**src/common/shader_pkg.sv**
```systemverilog
package shader_pkg;

    // vertex coordinate width, everything below is sized from it
    localparam int coord_w = 12;

    typedef logic signed [coord_w-1:0] coord_t;

    // x in [0], y in [1], z in [2]
    typedef coord_t [2:0] vertex_t;

    // difference of two coordinates needs one extra bit
    typedef logic signed [coord_w:0] edge_t;

    // difference of two edge products
    typedef logic signed [2*coord_w+2:0] normal_t;

    // square of one normal component, always non-negative
    typedef logic [2*(2*coord_w+3)-1:0] square_t;

    // sum of three squares, two bits of growth
    typedef logic [2*(2*coord_w+3)+1:0] mag_t;

    typedef logic [3:0] shade_idx_t;
    typedef logic [7:0] color_t;

    // cycles through each pipeline block
    localparam int normal_latency = 3;
    localparam int divide_latency = 5;
    localparam int lut_latency    = 1;
    localparam int shader_latency = normal_latency + divide_latency + lut_latency;

    // a face turned away from the light is drawn white
    localparam color_t away_color = 8'd255;

    // falloff curve indexed by floor(16 * cos^2)
    localparam color_t shade_table [16] = '{
        8'd0,   8'd20,  8'd40,  8'd60,
        8'd78,  8'd96,  8'd114, 8'd130,
        8'd146, 8'd162, 8'd178, 8'd194,
        8'd210, 8'd226, 8'd242, 8'd255
    };

endpackage

```
**src/design/cos_sq_divider.sv**
```systemverilog
`timescale 1ns/1ps

module cos_sq_divider (
    input  logic                   clk,
    input  logic                   rst_in,
    input  logic                   norm_valid,
    input  shader_pkg::square_t    nz_sq,
    input  shader_pkg::mag_t       mag_sq,
    input  logic                   away,
    output logic                   idx_valid,
    output shader_pkg::shade_idx_t shade_idx,
    output logic                   idx_away
);

    localparam int last = shader_pkg::divide_latency - 1;

    // one spare bit so a doubled remainder never overflows
    typedef logic [$bits(shader_pkg::mag_t):0] wide_t;

    // registers between steps, the last step writes the outputs directly
    shader_pkg::mag_t rem_q [last];
    shader_pkg::mag_t den_q [last];
    logic [4:0]       quo_q [last];
    logic             vld_q [last];
    logic             awy_q [last];

    // per-step compare and subtract
    wide_t            trial    [shader_pkg::divide_latency];
    wide_t            den_in   [shader_pkg::divide_latency];
    wide_t            rem_next [shader_pkg::divide_latency];
    logic             take     [shader_pkg::divide_latency];
    logic [4:0]       quotient;

    always_comb begin
        // first step weighs 16, nz_sq never exceeds mag_sq so no doubling yet
        trial[0] = '0;
        trial[0][$bits(shader_pkg::square_t)-1:0] = nz_sq;
        den_in[0] = {1'b0, mag_sq};
        for (int s = 1; s < shader_pkg::divide_latency; s++) begin
            trial[s]  = {rem_q[s-1], 1'b0};
            den_in[s] = {1'b0, den_q[s-1]};
        end
        for (int s = 0; s < shader_pkg::divide_latency; s++) begin
            take[s]     = trial[s] >= den_in[s];
            rem_next[s] = take[s] ? trial[s] - den_in[s] : trial[s];
        end
        quotient = {quo_q[last-1][3:0], take[last]};
    end

    always_ff @(posedge clk) begin
        if (rst_in) begin
            for (int s = 0; s < last; s++) begin
                vld_q[s] <= 1'b0;
            end
            idx_valid <= 1'b0;
        end else begin
            vld_q[0] <= norm_valid;
            for (int s = 1; s < last; s++) begin
                vld_q[s] <= vld_q[s-1];
            end
            idx_valid <= vld_q[last-1];
        end
    end

    always_ff @(posedge clk) begin
        rem_q[0] <= rem_next[0][$bits(shader_pkg::mag_t)-1:0];
        den_q[0] <= mag_sq;
        quo_q[0] <= {4'b0000, take[0]};
        awy_q[0] <= away;
        for (int s = 1; s < last; s++) begin
            // remainder stays below the divisor so the top bit is always clear
            rem_q[s] <= rem_next[s][$bits(shader_pkg::mag_t)-1:0];
            den_q[s] <= den_q[s-1];
            quo_q[s] <= {quo_q[s-1][3:0], take[s]};
            awy_q[s] <= awy_q[s-1];
        end
        idx_away <= awy_q[last-1];
        // zero normal has no direction, a quotient of 16 is a face square to the light
        if (den_q[last-1] == '0) begin
            shade_idx <= '0;
        end else if (quotient[4]) begin
            shade_idx <= 4'd15;
        end else begin
            shade_idx <= quotient[3:0];
        end
    end

endmodule

```
**config.mk**
```make
export PLATFORM = sky130hd
export DESIGN_NAME = cos_sq_divider
export DESIGN_NICKNAME = d
export VERILOG_FILES = /design/src/common/shader_pkg.sv /design/src/design/cos_sq_divider.sv
export SDC_FILE = /design/constraint.sdc
export NUM_CORES = 1
export LEC_CHECK = 0
export ABC_AREA = 1
export BUFFER_PORTS_ARGS = -buffer_cell sky130_fd_sc_hd__buf_4
export CAP_MARGIN = 20
export CORE_MARGIN = 3
export CORE_UTILIZATION = 50
export DETAILED_ROUTE_END_ITERATION = 8
export PLACE_DENSITY = 0.66
export SLEW_MARGIN = 15
export SYNTH_ARGS = -nofsm -noshare
export SYNTH_HDL_FRONTEND = slang
export SYNTH_SLANG_ARGS = --single-unit
```
**constraint.sdc**
```tcl
create_clock -name clk -period 2.5 [get_ports clk]
set_input_delay 0.5 -clock clk [delete_from_list [all_inputs] [get_ports clk]]
set_output_delay 0.5 -clock clk [all_outputs]
set_load 0.01 [all_outputs]
```
==> run metrics, run 1 <==
post-DR vias/cell 5.057; final design utilization between 60% and 70%; worst path cell trace ha_4 > buf_4 > nand2_1 > nand2_1 > nand2_1 > nand2_1 > inv_1 > nand2_2 > inv_2 > nand2_2 > a21oi_4 > nand3_4 > buf_12 > clkbuf_16 > nand3_2 > nand2_2; Antenna diodes 0; worst skew pair latency 0.61 ns; Max Freq 0.4024 GHz; post-synth top area share 26.71%; H-tree Lvls 2; Synth Flop Type dfxtp_1; Initial DRC Count approximately 2800; Global Route Usage Sum 35.36%; Max VDD drop 0.0006640 V; routed wire length per instance 18.44 um; Yosys cell types 42; Top Ports 120; Req. time, crit path 2.97 ns; DIE WIDTH 272.0 um; CP dominant cell by count nand2_1; Die Height about 270 um; crit share post-route between 90% and 100%; post-route cell area ~46000 um2; syn_area_per_cell 5.918 um2; cell count after synthesis 5978; sequential share of the synthesized area 26.71%; Hold Crit Class in2reg; Worst path max stage delay 0.43 ns; final net count 7055; TritonCTS clock tree built; Post-Synthesis Cell Area 35380 um2; Initial Util 51.05%; hpwl dp 113.8 mm; crit path launch type flip-flop; slowest stage cell, crit path dfxtp_1; CP Buf/Inv Count 5; pre-CTS setup slack -0.1365 ns; Die ar. about 74000 um2; Final Hold Violating Endpoints 0; global-route wire length before repair a little over 200 mm; normalized max-slew margin 55.76%; Root Buffer Master clkbuf_16; TritonRoute pass-1 iters 8; max cap viols 0; routability cong. between 1 and 1.5; core footprint 69310 um2; vias in the first global route between 30000 and 40000; Async SR Flop Fraction 0%; largest net degree at the start of global routing 62; #FFs+latches synth 472; via count 38580; Max Buffers Root-to-Sink 3; post-layout worst setup margin around 0.015 ns; EDFF count, synth 0; Final Max Slew Viols 0; layout cells sized above 1 a little under a fifth; Cell Rows 96; post-route ant nets 0; Yosys top cell by area dfxtp_1; # DRC 0; synth warn 0; Fillers roughly 6500; Num CTS Buffers 50; CP Class reg2reg; initial antenna violation count 0; crit-path leading delay family simple AND/OR/NAND/NOR gates; gr ovfl total 0; Critical Path Sink Type flip-flop; Tightest Pin Transition 0.6576 ns; top cells by area, synth dfxtp_1 (27%), nand2_1 (24%), inv_1 (15%); skew final 0.03613 ns; status finished clean; CP arrival slightly below 3 ns; Layout area overhead 28.82%; routed wire length 140.7 mm; Max FO, Critical Path 7; minimum clock period 2.485 ns; I/O Buffers 119; power density cells 883.3 nW/um2; top cells by count, synth nand2_1 (2251), inv_1 (1433), dfxtp_1 (472); Worst-path clk slew 0.06 ns; syn_nets between 6000 and 7000; Placed Area 40910 um2; most used standard cell by instance count after synthesis nand2_1; clock sinks 472; Leakage 26.40 nW; setup violators final 0
registers in the layout, indices dropped and copies added, names as in the netlist:
name	cells
idx_away	1
awy_q	4
shade_idx	4
vld_q	4
idx_valid	1
rem_q	224
quo_q	10
den_q	224
cell families (layout without fill, tap and decap cells):
group	count (synthesis)	count (layout)	synth area share (%)
AND/OR/NAND/NOR	3242	3242	38.49
adder cells (fa/ha/maj)	281	281	10.02
flip-flops	472	472	26.71
buffers and inverters	1533	2253	17.02
XOR/XNOR	116	116	2.872
AO/OA/AOI/OAI	334	334	4.887
stage by stage:
step	TNS, ns	hold slack [ns]	instances	total power [mW]
after CTS	0	0.002931	7575	37.61
after detailed placement	-6.539	0.3121	7466	29.50
after floorplan	0	0.3096	5978	22.40
after global placement	-3.270	0.3095	7466	29.22
final	0	0.02879	7629	40.26
after global routing	-2.810	0.01731	7629	42.85
power breakdown:
part	total [mW]	internal, mW	leakage, nW	switching, mW
registers	10.5	9.17	3.98	1.30
logic	21.8	8.77	21.6	13.1
clock network	7.96	4.71	0.839	3.25
cell type report:
cell class,instances,area [um2],share of cell area (%)
multi-input combinational,3973,21680,47.57
clock buffer,60,1340,2.940
inverter,1461,5487,12.04
timing repair buffer,702,5907,12.96
clock inverter,30,431.7,0.9472
sequential,472,9564,20.99
tap,931,1165,2.556
worst paths after layout:
check                 endpoint  slack (ns)  cells past startpoint         start
hold / removal    den_q[0][17]        0.03                      1    mag_sq[17]
hold reg to reg       idx_away        0.33                      0      awy_q[3]
setup reg to reg  rem_q[1][42]        0.01                     16  rem_q[0][37]
setup / recovery  rem_q[1][42]        0.01                     16  rem_q[0][37]
layer usage:
layer | track usage [%] | vias to the layer above | part of all wire [%] | routed length [um]
met2 | 63.02 | 1442 | 48 | 67240
met1 | 41.26 | 17410 | 39 | 55240
li1 | - | 19300 | - | -
met3 | 3.312 | 436 | 5.4 | 7549
met5 | 0 | - | 0 | 0
met4 | 20.74 | 0 | 7.6 | 10670
placed cells by master, fill, tap and decap left out, types with 42 or more instances in the layout:
| master | n |
|---|---|
| nor2_2 | 42 |
| buf_4 | 627 |
| o21ai_1 | 88 |
| nand2_1 | 2150 |
| inv_2 | 49 |
| dfxtp_2 | 83 |
| nand3_2 | 45 |
| dfxtp_1 | 386 |
| a21oi_1 | 167 |
| clkbuf_16 | 65 |
| inv_1 | 1410 |
| ha_4 | 77 |
| nand4_1 | 169 |
| nand3_1 | 179 |
| ha_1 | 171 |
| nor2_1 | 353 |
| nand3b_1 | 65 |
| xor2_1 | 103 |
| nand2_2 | 103 |
| nor3_1 | 45 |
what timing repair did:
| item | 4_1_cts | 5_1_grt |
|---|---|---|
| gates resized for setup | 17 | 458 |
| setup buffers | 0 | 35 |
| hold buffers | 19 | 0 |
| hold endpoints to repair | 19 | 0 |
| pin swaps | 1 | 58 |
| gates cloned | 0 | 20 |
| setup endpoints to repair | 34 | 227 |
Power figures use the tool's default switching activity.
==> run 2, diff against run 1 <==
==> constraint.sdc (replaced) <==
create_clock -name clk -period 2.9 [get_ports clk]
set_input_delay 0.58 -clock clk [delete_from_list [all_inputs] [get_ports clk]]
set_output_delay 0.58 -clock clk [all_outputs]
set_load 0.01 [all_outputs]
==> run 2 against run 1 <==
First-iteration DRC count fell by 0.53%. Critical path type unchanged. Global-route usage down 0.94 points. Critical path depth fell by 2. Non-clock buffer count shrank 467. Hold slack better by 0.044 ns. Register-to-register slack better by 0.097 ns.
==> run metrics, run 2 (synthesis results as in run 1) <==
status finished clean; worst path cell trace inv_1 > ha_1 > nand2_1 > inv_1 > nand2_1 > nand2_1 > inv_1 > nand3_1 > nand2_1 > nand3_1 > nand2_1 > buf_4 > nand4_1 > nand2_1; Final Hold Violating Endpoints 0 (unchanged); worst reg-to-reg setup slack 0.11 ns (+0.10 ns); Req. time, crit path 3.42 ns (+0.45 ns); Final Max Slew Viols 0 (unchanged); clock sinks 472 (unchanged); skew final 0.03727 ns (+0.001148 ns); routability cong. 1.016 (-2.9%); global-route wire length before repair 195.0 mm (-3.0%); routed wire length per instance 18.11 um (-1.8%); Cell Rows 96 (unchanged); minimum clock period 2.788 ns (+0.3028 ns); crit share post-route 96.14% (-3.3 points); TritonRoute pass-1 iters 6 (-2); TritonCTS clock tree built; initial antenna violation count 0 (unchanged); largest net degree at the start of global routing 61 (-1.6%); # DRC 0 (unchanged); CP dominant cell by count nand2_1; Critical Path Sink Type flip-flop; power density cells 790.4 nW/um2 (-11%); Root Buffer Master clkbuf_16; Initial DRC Count 2795 (-0.53%); worst skew pair latency 0.61 ns (about the same); Die Height 272.0 um (unchanged); Worst path max stage delay 0.44 ns (about the same); RSZ-0062 raised after global routing yes; Hold Crit Class in2reg; vias in the first global route 34950 (-4.4%); Max Freq 0.3587 GHz (-11%); Die ar. 73990 um2 (unchanged); Initial Util 51.05% (unchanged); routed wire length 129.9 mm (-7.7%); I/O Buffers 119 (unchanged); H-tree Lvls 2 (unchanged); Num CTS Buffers 52 (+4.0%); most frequent cells in the layout nand2_1 (2251), inv_1 (1433), dfxtp_1 (472); CP arrival 3.31 ns (+0.35 ns); Top Ports 120 (unchanged); Antenna diodes 0 (unchanged); Max FO, Critical Path 28 (+21); via count 35850 (-7.1%); Tightest Pin Transition 0.7470 ns (+0.08942 ns); DIE WIDTH 272.0 um (unchanged); Power Total 31.45 mW (-22%); final design utilization 57.41% (-8.3 points); crit path launch type flip-flop; Max VDD drop 0.0005502 V (-17%); Global Route Usage Sum 34.42% (-0.94 points); post-route ant nets 0 (unchanged); hpwl dp 110.6 mm (-2.9%); normalized max-slew margin 49.74% (-6.0 points); Regs by FF count den_q (224), rem_q (224), quo_q (10); Layout area overhead 12.47%; gr ovfl total 0 (unchanged); setup violators final 0 (unchanged); post-DR vias/cell 5.001 (-1.1%); core footprint 69310 um2 (unchanged); max cap viols 0 (unchanged); Worst-path clk slew 0.06 ns (about the same); final net count 6590 (-6.6%); CP Class reg2reg; layout cells sized above 1 7.086% (-12 points); slowest stage cell, crit path dfxtp_1; Fillers 7231 (+11%); Leakage 23.93 nW (-9.4%); Max Buffers Root-to-Sink 3 (unchanged); most common cell after layout, fill and taps aside nand2_1; hold_buf cts 0 (-19)
[run 2: cell count changes in the layout (fill, tap and decap cells not counted), sizes merged]
cell	change
clkinv	+5
clkbuf	-12
buf	-435
clkinvlp	-6
bufinv	-3
dlygate4sd3	-19
inv	+10
[run 2: per-layer routing]
metal	up-vias	track usage, %	part of all wire [%]
li1	18400	-	-
met1	15880	41.75	42
met2	1214	59.09	46
met3	360	2.907	4.9
met4	0	21.31	7.1
met5	-	0	0
[run 2: metrics by stage]
stage	instance area, um2	setup TNS (ns)	hold WS, ns	worst slack (ns)	cells
6_report	39790	0	0.07302	0.1120	7169
3_5_place_dp	37920	0	0.3121	0.04905	7070
2_1_floorplan	35380	0	0.3096	0.5417	5978
3_3_place_gp	37920	0	0.3098	0.02455	7070
4_1_cts	39740	0	0.04172	0.2076	7167
5_1_grt	39790	-0.1762	0.05319	-0.03140	7169
[run 2: repair_timing]
item,in CTS,in global routing
resized for setup,0,2
setup endpoints to repair,0,11
setup buffers,0,1
[run 2: area by class of cell]
type	instances	area [um2]	area share, %
well taps	931	1165	2.927
repair buffers	235	1944	4.886
clock buffers	61	1406	3.534
multi-input cells	3973	19940	50.10
inverters	1461	5484	13.78
clock inverters	36	406.6	1.022
flip-flops and latches	472	9449	23.75
[run 2: worst max-delay path: cells and delay by family, from the launching register on]
family,cells,cell delay [ns]
DFF,1,0.44
adders and majority gates,1,0.37
and+or+nand+nor,9,1.28
buffers and inverters,4,0.57
[run 2: final timing paths]
kind                                  start           end  cells after the start
worst min register to register  quo_q[2][2]   quo_q[3][3]                      0
worst min-delay path                   away      awy_q[0]                      1
worst max-delay path            den_q[1][7]  rem_q[2][41]                     14
worst max register to register  den_q[1][7]  rem_q[2][41]                     14
[run 2: power by group]
| part | total (mW) | internal (mW) | switching (mW) |
|---|---|---|---|
| Combinational | 15.7 | 5.40 | 10.2 |
| Sequential | 8.86 | 7.89 | 0.970 |
| Clock | 6.94 | 4.01 | 2.93 |
