`src/common/shader_pkg.sv`:
```
package shader_pkg;

    // vertex coordinate width, everything below is sized from it
    localparam int coord_w = 12;

    typedef logic signed [coord_w-1:0] coord_t;

    // x in [0], y in [1], z in [2]
    typedef coord_t [2:0] vertex_t;

    // difference of two coordinates needs one extra bit
    typedef logic signed [coord_w:0] edge_t;

    // difference of two edge products
    typedef logic signed [2*coord_w+2:0] normal_t;

    // square of one normal component, always non-negative
    typedef logic [2*(2*coord_w+3)-1:0] square_t;

    // sum of three squares, two bits of growth
    typedef logic [2*(2*coord_w+3)+1:0] mag_t;

    typedef logic [3:0] shade_idx_t;
    typedef logic [7:0] color_t;

    // cycles through each pipeline block
    localparam int normal_latency = 3;
    localparam int divide_latency = 5;
    localparam int lut_latency    = 1;
    localparam int shader_latency = normal_latency + divide_latency + lut_latency;

    // a face turned away from the light is drawn white
    localparam color_t away_color = 8'd255;

    // falloff curve indexed by floor(16 * cos^2)
    localparam color_t shade_table [16] = '{
        8'd0,   8'd20,  8'd40,  8'd60,
        8'd78,  8'd96,  8'd114, 8'd130,
        8'd146, 8'd162, 8'd178, 8'd194,
        8'd210, 8'd226, 8'd242, 8'd255
    };

endpackage

```
`src/design/shade_lut.sv`:
```
`timescale 1ns/1ps

module shade_lut (
    input  logic                   clk,
    input  logic                   rst_in,
    input  logic                   idx_valid,
    input  shader_pkg::shade_idx_t shade_idx,
    input  logic                   idx_away,
    output logic                   valid_out,
    output shader_pkg::color_t     color
);

    shader_pkg::color_t next_color;

    // back faces skip the table
    always_comb begin
        if (idx_away) begin
            next_color = shader_pkg::away_color;
        end else begin
            next_color = shader_pkg::shade_table[shade_idx];
        end
    end

    always_ff @(posedge clk) begin
        if (rst_in) begin
            valid_out <= 1'b0;
            color     <= '0;
        end else begin
            valid_out <= idx_valid;
            // hold the last color between results
            if (idx_valid) begin
                color <= next_color;
            end
        end
    end

endmodule

```
`config.mk`:
```
export PLATFORM = sky130hd
export DESIGN_NAME = shade_lut
export DESIGN_NICKNAME = d
export VERILOG_FILES = /design/src/common/shader_pkg.sv /design/src/design/shade_lut.sv
export SDC_FILE = /design/constraint.sdc
export NUM_CORES = 1
export LEC_CHECK = 0
export BUFFER_PORTS_ARGS = -buffer_cell sky130_fd_sc_hd__buf_2
export CAP_MARGIN = 15
export CORE_AREA = 2 2 39 41
export CTS_CLUSTER_SIZE = 28
export DETAILED_ROUTE_END_ITERATION = 12
export DIE_AREA = 0 0 41 43
export PLACE_DENSITY = 0.79
export RECOVER_POWER = 50
export SYNTH_ARGS = -nofsm -noshare
export SYNTH_HDL_FRONTEND = slang
export SYNTH_SLANG_ARGS = --single-unit
```
`constraint.sdc`:
```
create_clock -name clk -period 1.3 [get_ports clk]
set_clock_uncertainty 0.1 [all_clocks]
set_input_delay 0.13 -clock clk [delete_from_list [all_inputs] [get_ports clk]]
set_output_delay 0.13 -clock clk [all_outputs]
set_load 0.01 [all_outputs]
```
==> metrics, run 1 <==
CP endpoint kind flop; HP Class in -> reg; largest net degree at the start of global routing 14; ANT cells 0; initial core utilization 41.4%; GRT Total Usage 14.6%; min Tclk post-route 1.11 ns; total congestion overflow 0; chip height 43 um; number of global-route vias before repair 429; Switching Fraction 27.9%; Worst setup SP type input pin; Hold Vio Cnt, Final 0; Reg power frac 46.6%; Rows 14; Sw Pwr 184 uW; Max Clk Rate 899 MHz; combinational share of power 21.4%; final worst slack 0.188 ns; setup violators final 0; Core Area 0.00138 mm2; Lkg Pwr 0.000290 uW; dpl hpwl 815 um; synth unique cells 28; CTS tree yes; Avg Cell Area, Syn 9.55 um2; period utilization 85.6%; worst skew pair latency 0.25 ns; TritonRoute pass-1 iters 3; Cell Int Power 475 uW; final max-slew violation count 0; first-pass GRT wire length 1750 um; DRT iter0 DRCs 2; Yosys top cell area share 31.4%; Synth Net Count 73; cts hold-fix bufs 0; Clk pwr share 32.0%; Mapped Cells 60; DIE WIDTH 41 um; internal reg-to-reg setup slack 0.51 ns; post-route ant nets 0; Peak supply drop 0.000314 V; die area 0.00176 mm2; pre-CTS setup slack -0.00987 ns; Setup CP Type in -> reg; postcts setup bufs 0; clock buffer depth 2; met1 wire length 524 um; area grow syn2layout 15.3%; Cell Pwr Density 997 mW/mm2; CP Max Fanout 12; vias per cell 5.15; WL per Instance 11.8 um; H-tree depth 1; largest cells by area after synthesis dfxtp_1, ha_1, nor2_1; fin nets 91; Boundary Pins 17; Max-cap violations 0; clk root buf clkbuf_4; Worst-Margin Slew 0.489 ns; IO buf count 16; relative slew slack 67.4%; DRC 0; initial antenna violation count 0; routed wl met3 35 um; routed wire length 1100 um; Reg clk slew, reported paths 0.06 ns; Placer Congestion 0.830; post-CTS sizing 0; fraction of layout cells with a size suffix above 1 29.9%; sequential element share of the synthesized area 31.4%; Via Count 479; critical path data arrival time 1.14 ns; Num CTS Buffers 3; metal2 WL 520 um; status finished clean; CTS Sinks 9; Tot Pwr 659 uW; filler cell count 148; Syn Std Cell Area 573 um2; CP required 1.33 ns; Synth Register Bits 9; Synth area leader dfxtp_1; Ys Warns 0; highest routed layer met4; RSZ-0062 raised after global routing false
==> cells in the final DEF (no fill, tap or decap), drive strengths merged <==
| cell | Yosys | routed |
|---|---|---|
| clkbuf | 1 | 10 |
| nor2 | 9 | 9 |
| and2b | 1 | 1 |
| buf | 3 | 11 |
| o21ai | 1 | 1 |
| dfxtp | 9 | 9 |
| a311oi | 2 | 2 |
| a2111oi | 1 | 1 |
| nor3 | 2 | 2 |
| o21bai | 2 | 2 |
| nor4 | 1 | 1 |
| a31oi | 1 | 1 |
| nand2b | 4 | 4 |
| nand2 | 3 | 3 |
| a41o | 1 | 1 |
| nor4b | 1 | 1 |
| ha | 5 | 5 |
| inv | 2 | 2 |
| and2 | 2 | 2 |
| o211ai | 1 | 1 |
| nor2b | 4 | 4 |
| a211oi | 4 | 4 |
==> power groups by stage <==
stage | Sequential (uW) | Clock [uW] | Combinational, uW
5_1_grt | 309 | 229 | 156
3_5_place_dp | 313 | 0 | 146
6_report | 307 | 211 | 141
3_3_place_gp | 312 | 0 | 144
4_1_cts | 307 | 219 | 147
2_1_floorplan | 324 | 0 | 89.9
==> metrics by stage <==
stage | hold WS, ns | TNS, ns | util, % | area (um2) | cells
2_1_floorplan | 0.205 | 0 | - | 573 | 60
3_3_place_gp | 0.329 | 0 | 46.7 | 647 | 89
3_5_place_dp | 0.334 | -0.00987 | 46.7 | 647 | 89
4_1_cts | 0.0601 | 0 | 48.6 | 673 | 93
5_1_grt | 0.0850 | 0 | 47.7 | 661 | 93
6_report | 0.0805 | 0 | 47.7 | 661 | 93
==> per-layer routing <==
layer	GRT usage, %	up-vias
li1	-	242
met5	0	-
met2	21.6	11
met1	18.7	224
met4	10.0	0
met3	1.57	2
==> final cells by class <==
type / instances / area, um2 / share of cell area [%]
Timing Repair Buffer: 17 / 80.1 / 12.1
Sequential cell: 9 / 180 / 27.3
Inverter: 2 / 7.51 / 1.14
Multi-Input combinational cell: 45 / 347 / 52.5
Tap cell: 16 / 20.0 / 3.03
Clock buffer: 4 / 26.3 / 3.98
==> cell usage after synthesis <==
library cell	n
and2b_1	1
a41o_1	1
o21ai_1	1
buf_6	2
buf_4	1
and2_4	1
nor2_1	9
nor2b_4	1
nand2b_4	1
a211oi_1	3
inv_1	2
dfxtp_1	9
a31oi_1	1
nor2b_2	1
nand2_1	3
clkbuf_1	1
and2_1	1
nor2b_1	2
o21bai_1	2
ha_1	5
a211oi_2	1
o211ai_2	1
nand2b_1	3
a311oi_1	2
a2111oi_2	1
nor4_2	1
nor4b_2	1
nor3_1	2
==> cell families after synthesis <==
kind of cell    count (synthesis)  share of synthesized area, %
compound gates                 13                          20.3
fa+ha+maj                       5                          10.9
buf+inv                         6                          7.21
flops                           9                          31.4
simple gates                   27                          30.1
==> worst max-delay path: stages <==
cell and delay (ns):
clkbuf_1 0.37, nand2b_2 0.18, a2111oi_2 0.37, a311oi_1 0.08
==> path summary, 6_finish.rpt <==
kind	startpoint	end	depth (start not counted)
setup / recovery	idx_valid	color[5]	4
setup reg to reg	color[6]	color[6]	2
hold reg to reg	color[7]	color[7]	2
hold / removal	rst_in	color[6]	2
==> registers in the layout (all words and copies together) (netlist names) <==
name	flops
valid_out	1
color	8
(Power assumes the default switching activity.)
==> run 2, diff against run 1 <==
--- a/config.mk
+++ b/config.mk
@@ -6,12 +6,12 @@
 export NUM_CORES = 1
 export LEC_CHECK = 0
 export BUFFER_PORTS_ARGS = -buffer_cell sky130_fd_sc_hd__buf_2
-export CAP_MARGIN = 15
-export CORE_AREA = 2 2 39 41
+export CAP_MARGIN = 20
+export CORE_MARGIN = 2
+export CORE_UTILIZATION = 32
 export CTS_CLUSTER_SIZE = 28
 export DETAILED_ROUTE_END_ITERATION = 12
-export DIE_AREA = 0 0 41 43
-export PLACE_DENSITY = 0.79
+export PLACE_DENSITY = 0.5
 export RECOVER_POWER = 50
 export SYNTH_ARGS = -nofsm -noshare
 export SYNTH_HDL_FRONTEND = slang
==> run 2 against run 1 <==
  * Critical path depth is 1 higher
  * Global-route usage is 2.1 points lower
  * Non-clock buffer count is 2 higher
  * Critical endpoint unchanged
==> metrics, run 2 (same netlist as run 1, synthesis figures left out) <==
Peak supply drop 0.000261 V; final max-slew violation count 0; Max-cap violations 0; Hold Vio Cnt, Final 0; hold depth 2; total congestion overflow 0; CP endpoint kind flop; Worst setup SP type input pin; clk root buf clkbuf_4; post-route ant nets 0; CTS Sinks 9; Sw Pwr 194 uW; Reg with most FFs color; placed inst area 673 um2; GRT Total Usage 12.5%; H-tree depth 1; relative slew slack 80.0%; biggest regs color x8, valid_out x1; Setup CP Type in -> reg; CTS tree yes; status finished clean; Cell Pwr Density 987 mW/mm2; period utilization 77.6%; Tot Pwr 673 uW; TritonRoute pass-1 iters 2; worst skew pair latency 0.27 ns; routed wire length 1130 um; Reg clk slew, reported paths 0.06 ns; combinational share of power 21.2%; Switching Fraction 28.9%; R2R cell count 2; Max Clk Rate 992 MHz; Cell Int Power 479 uW; first-pass GRT wire length 1790 um; Hold WS 0.0534 ns; Hold Startpoint rst_in; cts hold-fix bufs 0; internal reg-to-reg setup slack 0.52 ns; largest net degree at the start of global routing 14; fin nets 93; RSZ-0062 raised after global routing false; area grow syn2layout 19.0%; CP required 1.34 ns; critical path data arrival time 1.05 ns; min Tclk post-route 1.01 ns; most common cell after layout, fill and taps aside buf_2; ANT cells 0; Final Util 39.9%; IO buf count 16; initial antenna violation count 0; Placer Congestion 0.699; WL per Instance 10.8 um; post-CTS sizing 0; number of global-route vias before repair 391; Worst-Margin Slew 0.300 ns; fraction of layout cells with a size suffix above 1 30.4%; Core Area 0.00171 mm2; max reg flops 8; commonest non-fill, non-tap cells in the layout buf_2, nor2_1, dfxtp_1, clkbuf_1, ha_1; worst hold endpoint color[1]; setup violators final 0; setup TNS 0 ns; Reg power frac 45.5%; clock buffer depth 2; dpl hpwl 854 um; chip height 46.3 um; DRC 0; worst reg2reg endpoint color[6]; Rows 15; initial core utilization 33.6%; CP Max Fanout 3; vias per cell 4.69; Via Count 488; DRT iter0 DRCs 7; DIE WIDTH 46.3 um; HP Class in -> reg; die area 0.00215 mm2; FF-to-FF Start color[6]; Boundary Pins 17; Num CTS Buffers 3; Clk pwr share 33.2%; postcts setup bufs 0; post-route cell area 682 um2; Lkg Pwr 0.000305 uW
[run 2: cell count changes in the layout (fill, tap and decap cells not counted)]
cell	before	now
nand2b_2	1	0
buf_2	10	12
a211oi_1	3	4
a211oi_2	1	0
nand2b_4	0	1
[run 2: power by group through the flow]
stage	Clock (uW)	Combinational, uW	Sequential [uW]
2_1_floorplan	0	89.9	324
3_3_place_gp	0	151	312
3_5_place_dp	0	151	313
4_1_cts	235	152	306
5_1_grt	248	160	309
6_report	224	143	306
[run 2: final cells by class]
type,count,area (um2)
Fill cell,187,1030
Inverter,2,7.51
Tap cell,25,31.3
Clock buffer,4,26.3
Timing Repair Buffer,19,90.1
Sequential cell,9,180
Multi-Input combinational cell,45,347
[run 2: worst max path at each step]
stage	slack, ns	cells past startpoint	startpoint	to
3_3_place_gp	0.04	5	shade_idx[0]	color[5]
6_report	0.29	5	shade_idx[0]	color[5]
2_1_floorplan	0.17	4	shade_idx[0]	color[5]
5_1_grt	0.22	6	shade_idx[0]	color[2]
3_5_place_dp	0.02	5	shade_idx[0]	color[5]
4_1_cts	0.30	5	shade_idx[0]	color[5]
[run 2: per-stage QoR]
step,std cells,setup slack [ns]
after floorplan,60,0.174
after global placement,100,0.0378
after detailed placement,100,0.0192
after CTS,104,0.298
after global routing,104,0.216
final,104,0.291
[run 2: layer usage]
metal	up-vias	track usage (%)	routed length (um)	share of wire, %
met4	0	12.0	46	4.1
met1	219	17.0	554	49
met3	5	3.53	50	4.4
met5	-	0	0	0
met2	15	15.0	474	42
li1	249	-	-	-
[run 2: critical path, cell delays in order]
cell and delay (ns):
buf_2 0.09, inv_1 0.06, ha_1 0.32, a2111oi_2 0.37
a311oi_1 0.08
==> run 3, diff against run 2 <==
--- a/config.mk
+++ b/config.mk
@@ -5,6 +5,7 @@
 export SDC_FILE = /design/constraint.sdc
 export NUM_CORES = 1
 export LEC_CHECK = 0
+export ABC_AREA = 1
 export BUFFER_PORTS_ARGS = -buffer_cell sky130_fd_sc_hd__buf_2
 export CAP_MARGIN = 20
 export CORE_MARGIN = 2
==> constraint.sdc (replaced) <==
create_clock -name clk -period 1 [get_ports clk]
set_clock_uncertainty 0.1 [all_clocks]
set_input_delay 0.1 -clock clk [delete_from_list [all_inputs] [get_ports clk]]
set_output_delay 0.1 -clock clk [all_outputs]
set_load 0.01 [all_outputs]
==> run 3 against run 2 <==
  * Wire length increased by 11%
  * Largest power group unchanged
  * Clock power increased by 25%
  * Die area decreased by 4.4%
  * Critical path depth unchanged
  * Highest routed layer is now met3
  * Combinational power increased by 37%
  * Cell count increased by 16%
  * Critical endpoint is now color[2]
  * Setup slack got worse by 0.24 ns
  * Non-clock buffer count increased by 3
  * Via count increased by 16%
  * Count of clock-buffer cells in the layout unchanged
==> metrics, run 3 <==
pre-CTS setup slack -0.148 ns; HP Class in -> reg; ANT cells 0; Worst setup SP type input pin; critical path data arrival time 1.06 ns; synth unique cells 14; H-tree depth 1; Ys Warns 0; WL per Instance 10.3 um; initial core utilization 35.0%; setup violators final 0; total congestion overflow 0; Synth async-reset ratio 0%; Cell Pwr Density 1260 mW/mm2; CP Max Fanout 3; period utilization 95.3%; CP endpoint kind flop; Max-cap violations 0; Reg clk slew, reported paths 0.06 ns; Avg Cell Area, Syn 6.73 um2; DRC 0; crit-path cells buf_2 > dlygate4sd3_1 > nor2_1 > nand2_1 > nand2_1; dpl hpwl 960 um; Final Util 44.5%; final worst slack 0.0465 ns; sequential element share of the synthesized area 33.0%; Reg with most FFs color; Placer Congestion 0.871; Worst path top cell family by delay buffers and inverters; status finished clean; Syn Std Cell Area 546 um2; chip height 45.3 um; slowest CP cell dlygate4sd3_1; Worst Path Buf+Inv 2; most common library cells after synthesis nand2_1, inv_1, dfxtp_1; clk root buf clkbuf_4; commonest non-fill, non-tap cells in the layout nand2_1, buf_2, inv_1, dfxtp_1, nor2_1; Peak supply drop 0.000612 V; IO buf count 16; main flop type after synthesis dfxtp_1; largest cells by area after synthesis dfxtp_1, nand2_1, ha_1; largest net degree at the start of global routing 9; clock buffer depth 2; number of global-route vias before repair 535; routed wire length 1250 um; Synth area leader dfxtp_1; Worst-Margin Slew 0.193 ns; GRT Total Usage 15.7%; TritonRoute pass-1 iters 4; Boundary Pins 17; postcts setup bufs 0; Setup CP Type in -> reg; fraction of layout cells with a size suffix above 1 23.8%; Post-synth EDFFs 0; Max stage delay on crit path 0.59 ns; min Tclk post-route 0.953 ns; final max-slew violation count 0; initial antenna violation count 0; Multi-input gate area 298 um2; post-route ant nets 0; Synth Register Bits 9; Max Clk Rate 1050 MHz; CTS tree yes; Hold Vio Cnt, Final 0; CP required 1.10 ns; Num CTS Buffers 3; die area 0.00205 mm2; max reg flops 8; fin nets 119; most used cell, CP nand2_1; relative slew slack 87.1%; area grow syn2layout 27.1%; biggest regs color x8, valid_out x1; RSZ-0062 raised after global routing false; first-pass GRT wire length 2290 um; most common cell after layout, fill and taps aside nand2_1; DIE WIDTH 45.3 um; Core Area 0.00156 mm2; worst skew pair latency 0.26 ns; Synth Net Count 94; Yosys top cell area share 33.0%; register area 180 um2; Mapped Cells 81; CTS Sinks 9; vias per cell 4.66; filler cell count 178; Rows 14; Via Count 564; DRT iter0 DRCs 15; Lkg Pwr 0.000392 uW; most common cell in the netlist nand2_1
## run 3: cell families after synthesis
group           Yosys count  synth area share (%)
simple gates             42                  32.1
flops                     9                  33.0
fa+ha+maj                 5                  11.5
buf+inv                  14                  12.4
compound gates           11                  11.0
## run 3: final cells by class
type                       instances  share of cell area [%]
clock buffer                       4                    3.79
inverter                          12                    6.50
timing repair buffer              22                    17.9
tap                               16                    2.89
sequential                         9                    26.0
multi-input combinational         58                    43.0
## run 3: through the flow
step	hold WS, ns	total power, uW	setup TNS (ns)	area (um2)	instances
after floorplan	0.0691	520	0	546	81
after global placement	0.227	598	-0.475	661	116
after detailed placement	0.228	598	-0.496	661	116
after CTS	0.0188	885	0	697	121
after global routing	0.0593	935	0	693	121
final	0.0445	870	0	693	121
## run 3: worst min-delay path: stages
cell,delay (ns)
buf_2,0.10
nor2_1,0.05
nand2_1,0.07
inv_1,0.03
## run 3: power breakdown
group          switching [uW]  total (uW)  internal [uW]
Clock                     125         279            154
Sequential               10.6         396            385
Combinational             116         196           79.7
Total                     252         870            619
## run 3: layer usage
layer	up-vias	share of wire [%]	global-route usage [%]
met5	-	0	0
met4	0	0	4.71
met3	0	6.2	8.40
met2	19	44	23.4
met1	247	50	19.5
li1	298	-	-
## run 3: path summary, 6_finish.rpt
| kind | cells past startpoint | end | from | slack [ns] |
|---|---|---|---|---|
| setup reg to reg | 4 | color[5] | color[5] | 0.25 |
| setup / recovery | 5 | color[2] | rst_in | 0.05 |
| hold / removal | 4 | color[5] | rst_in | 0.04 |
| hold reg to reg | 2 | color[0] | color[0] | 0.36 |
## run 3: timing repair
action | in CTS | in global routing
hold endpoints to repair | 3 | 0
gates resized for setup | 0 | 0
hold buffers | 1 | 0
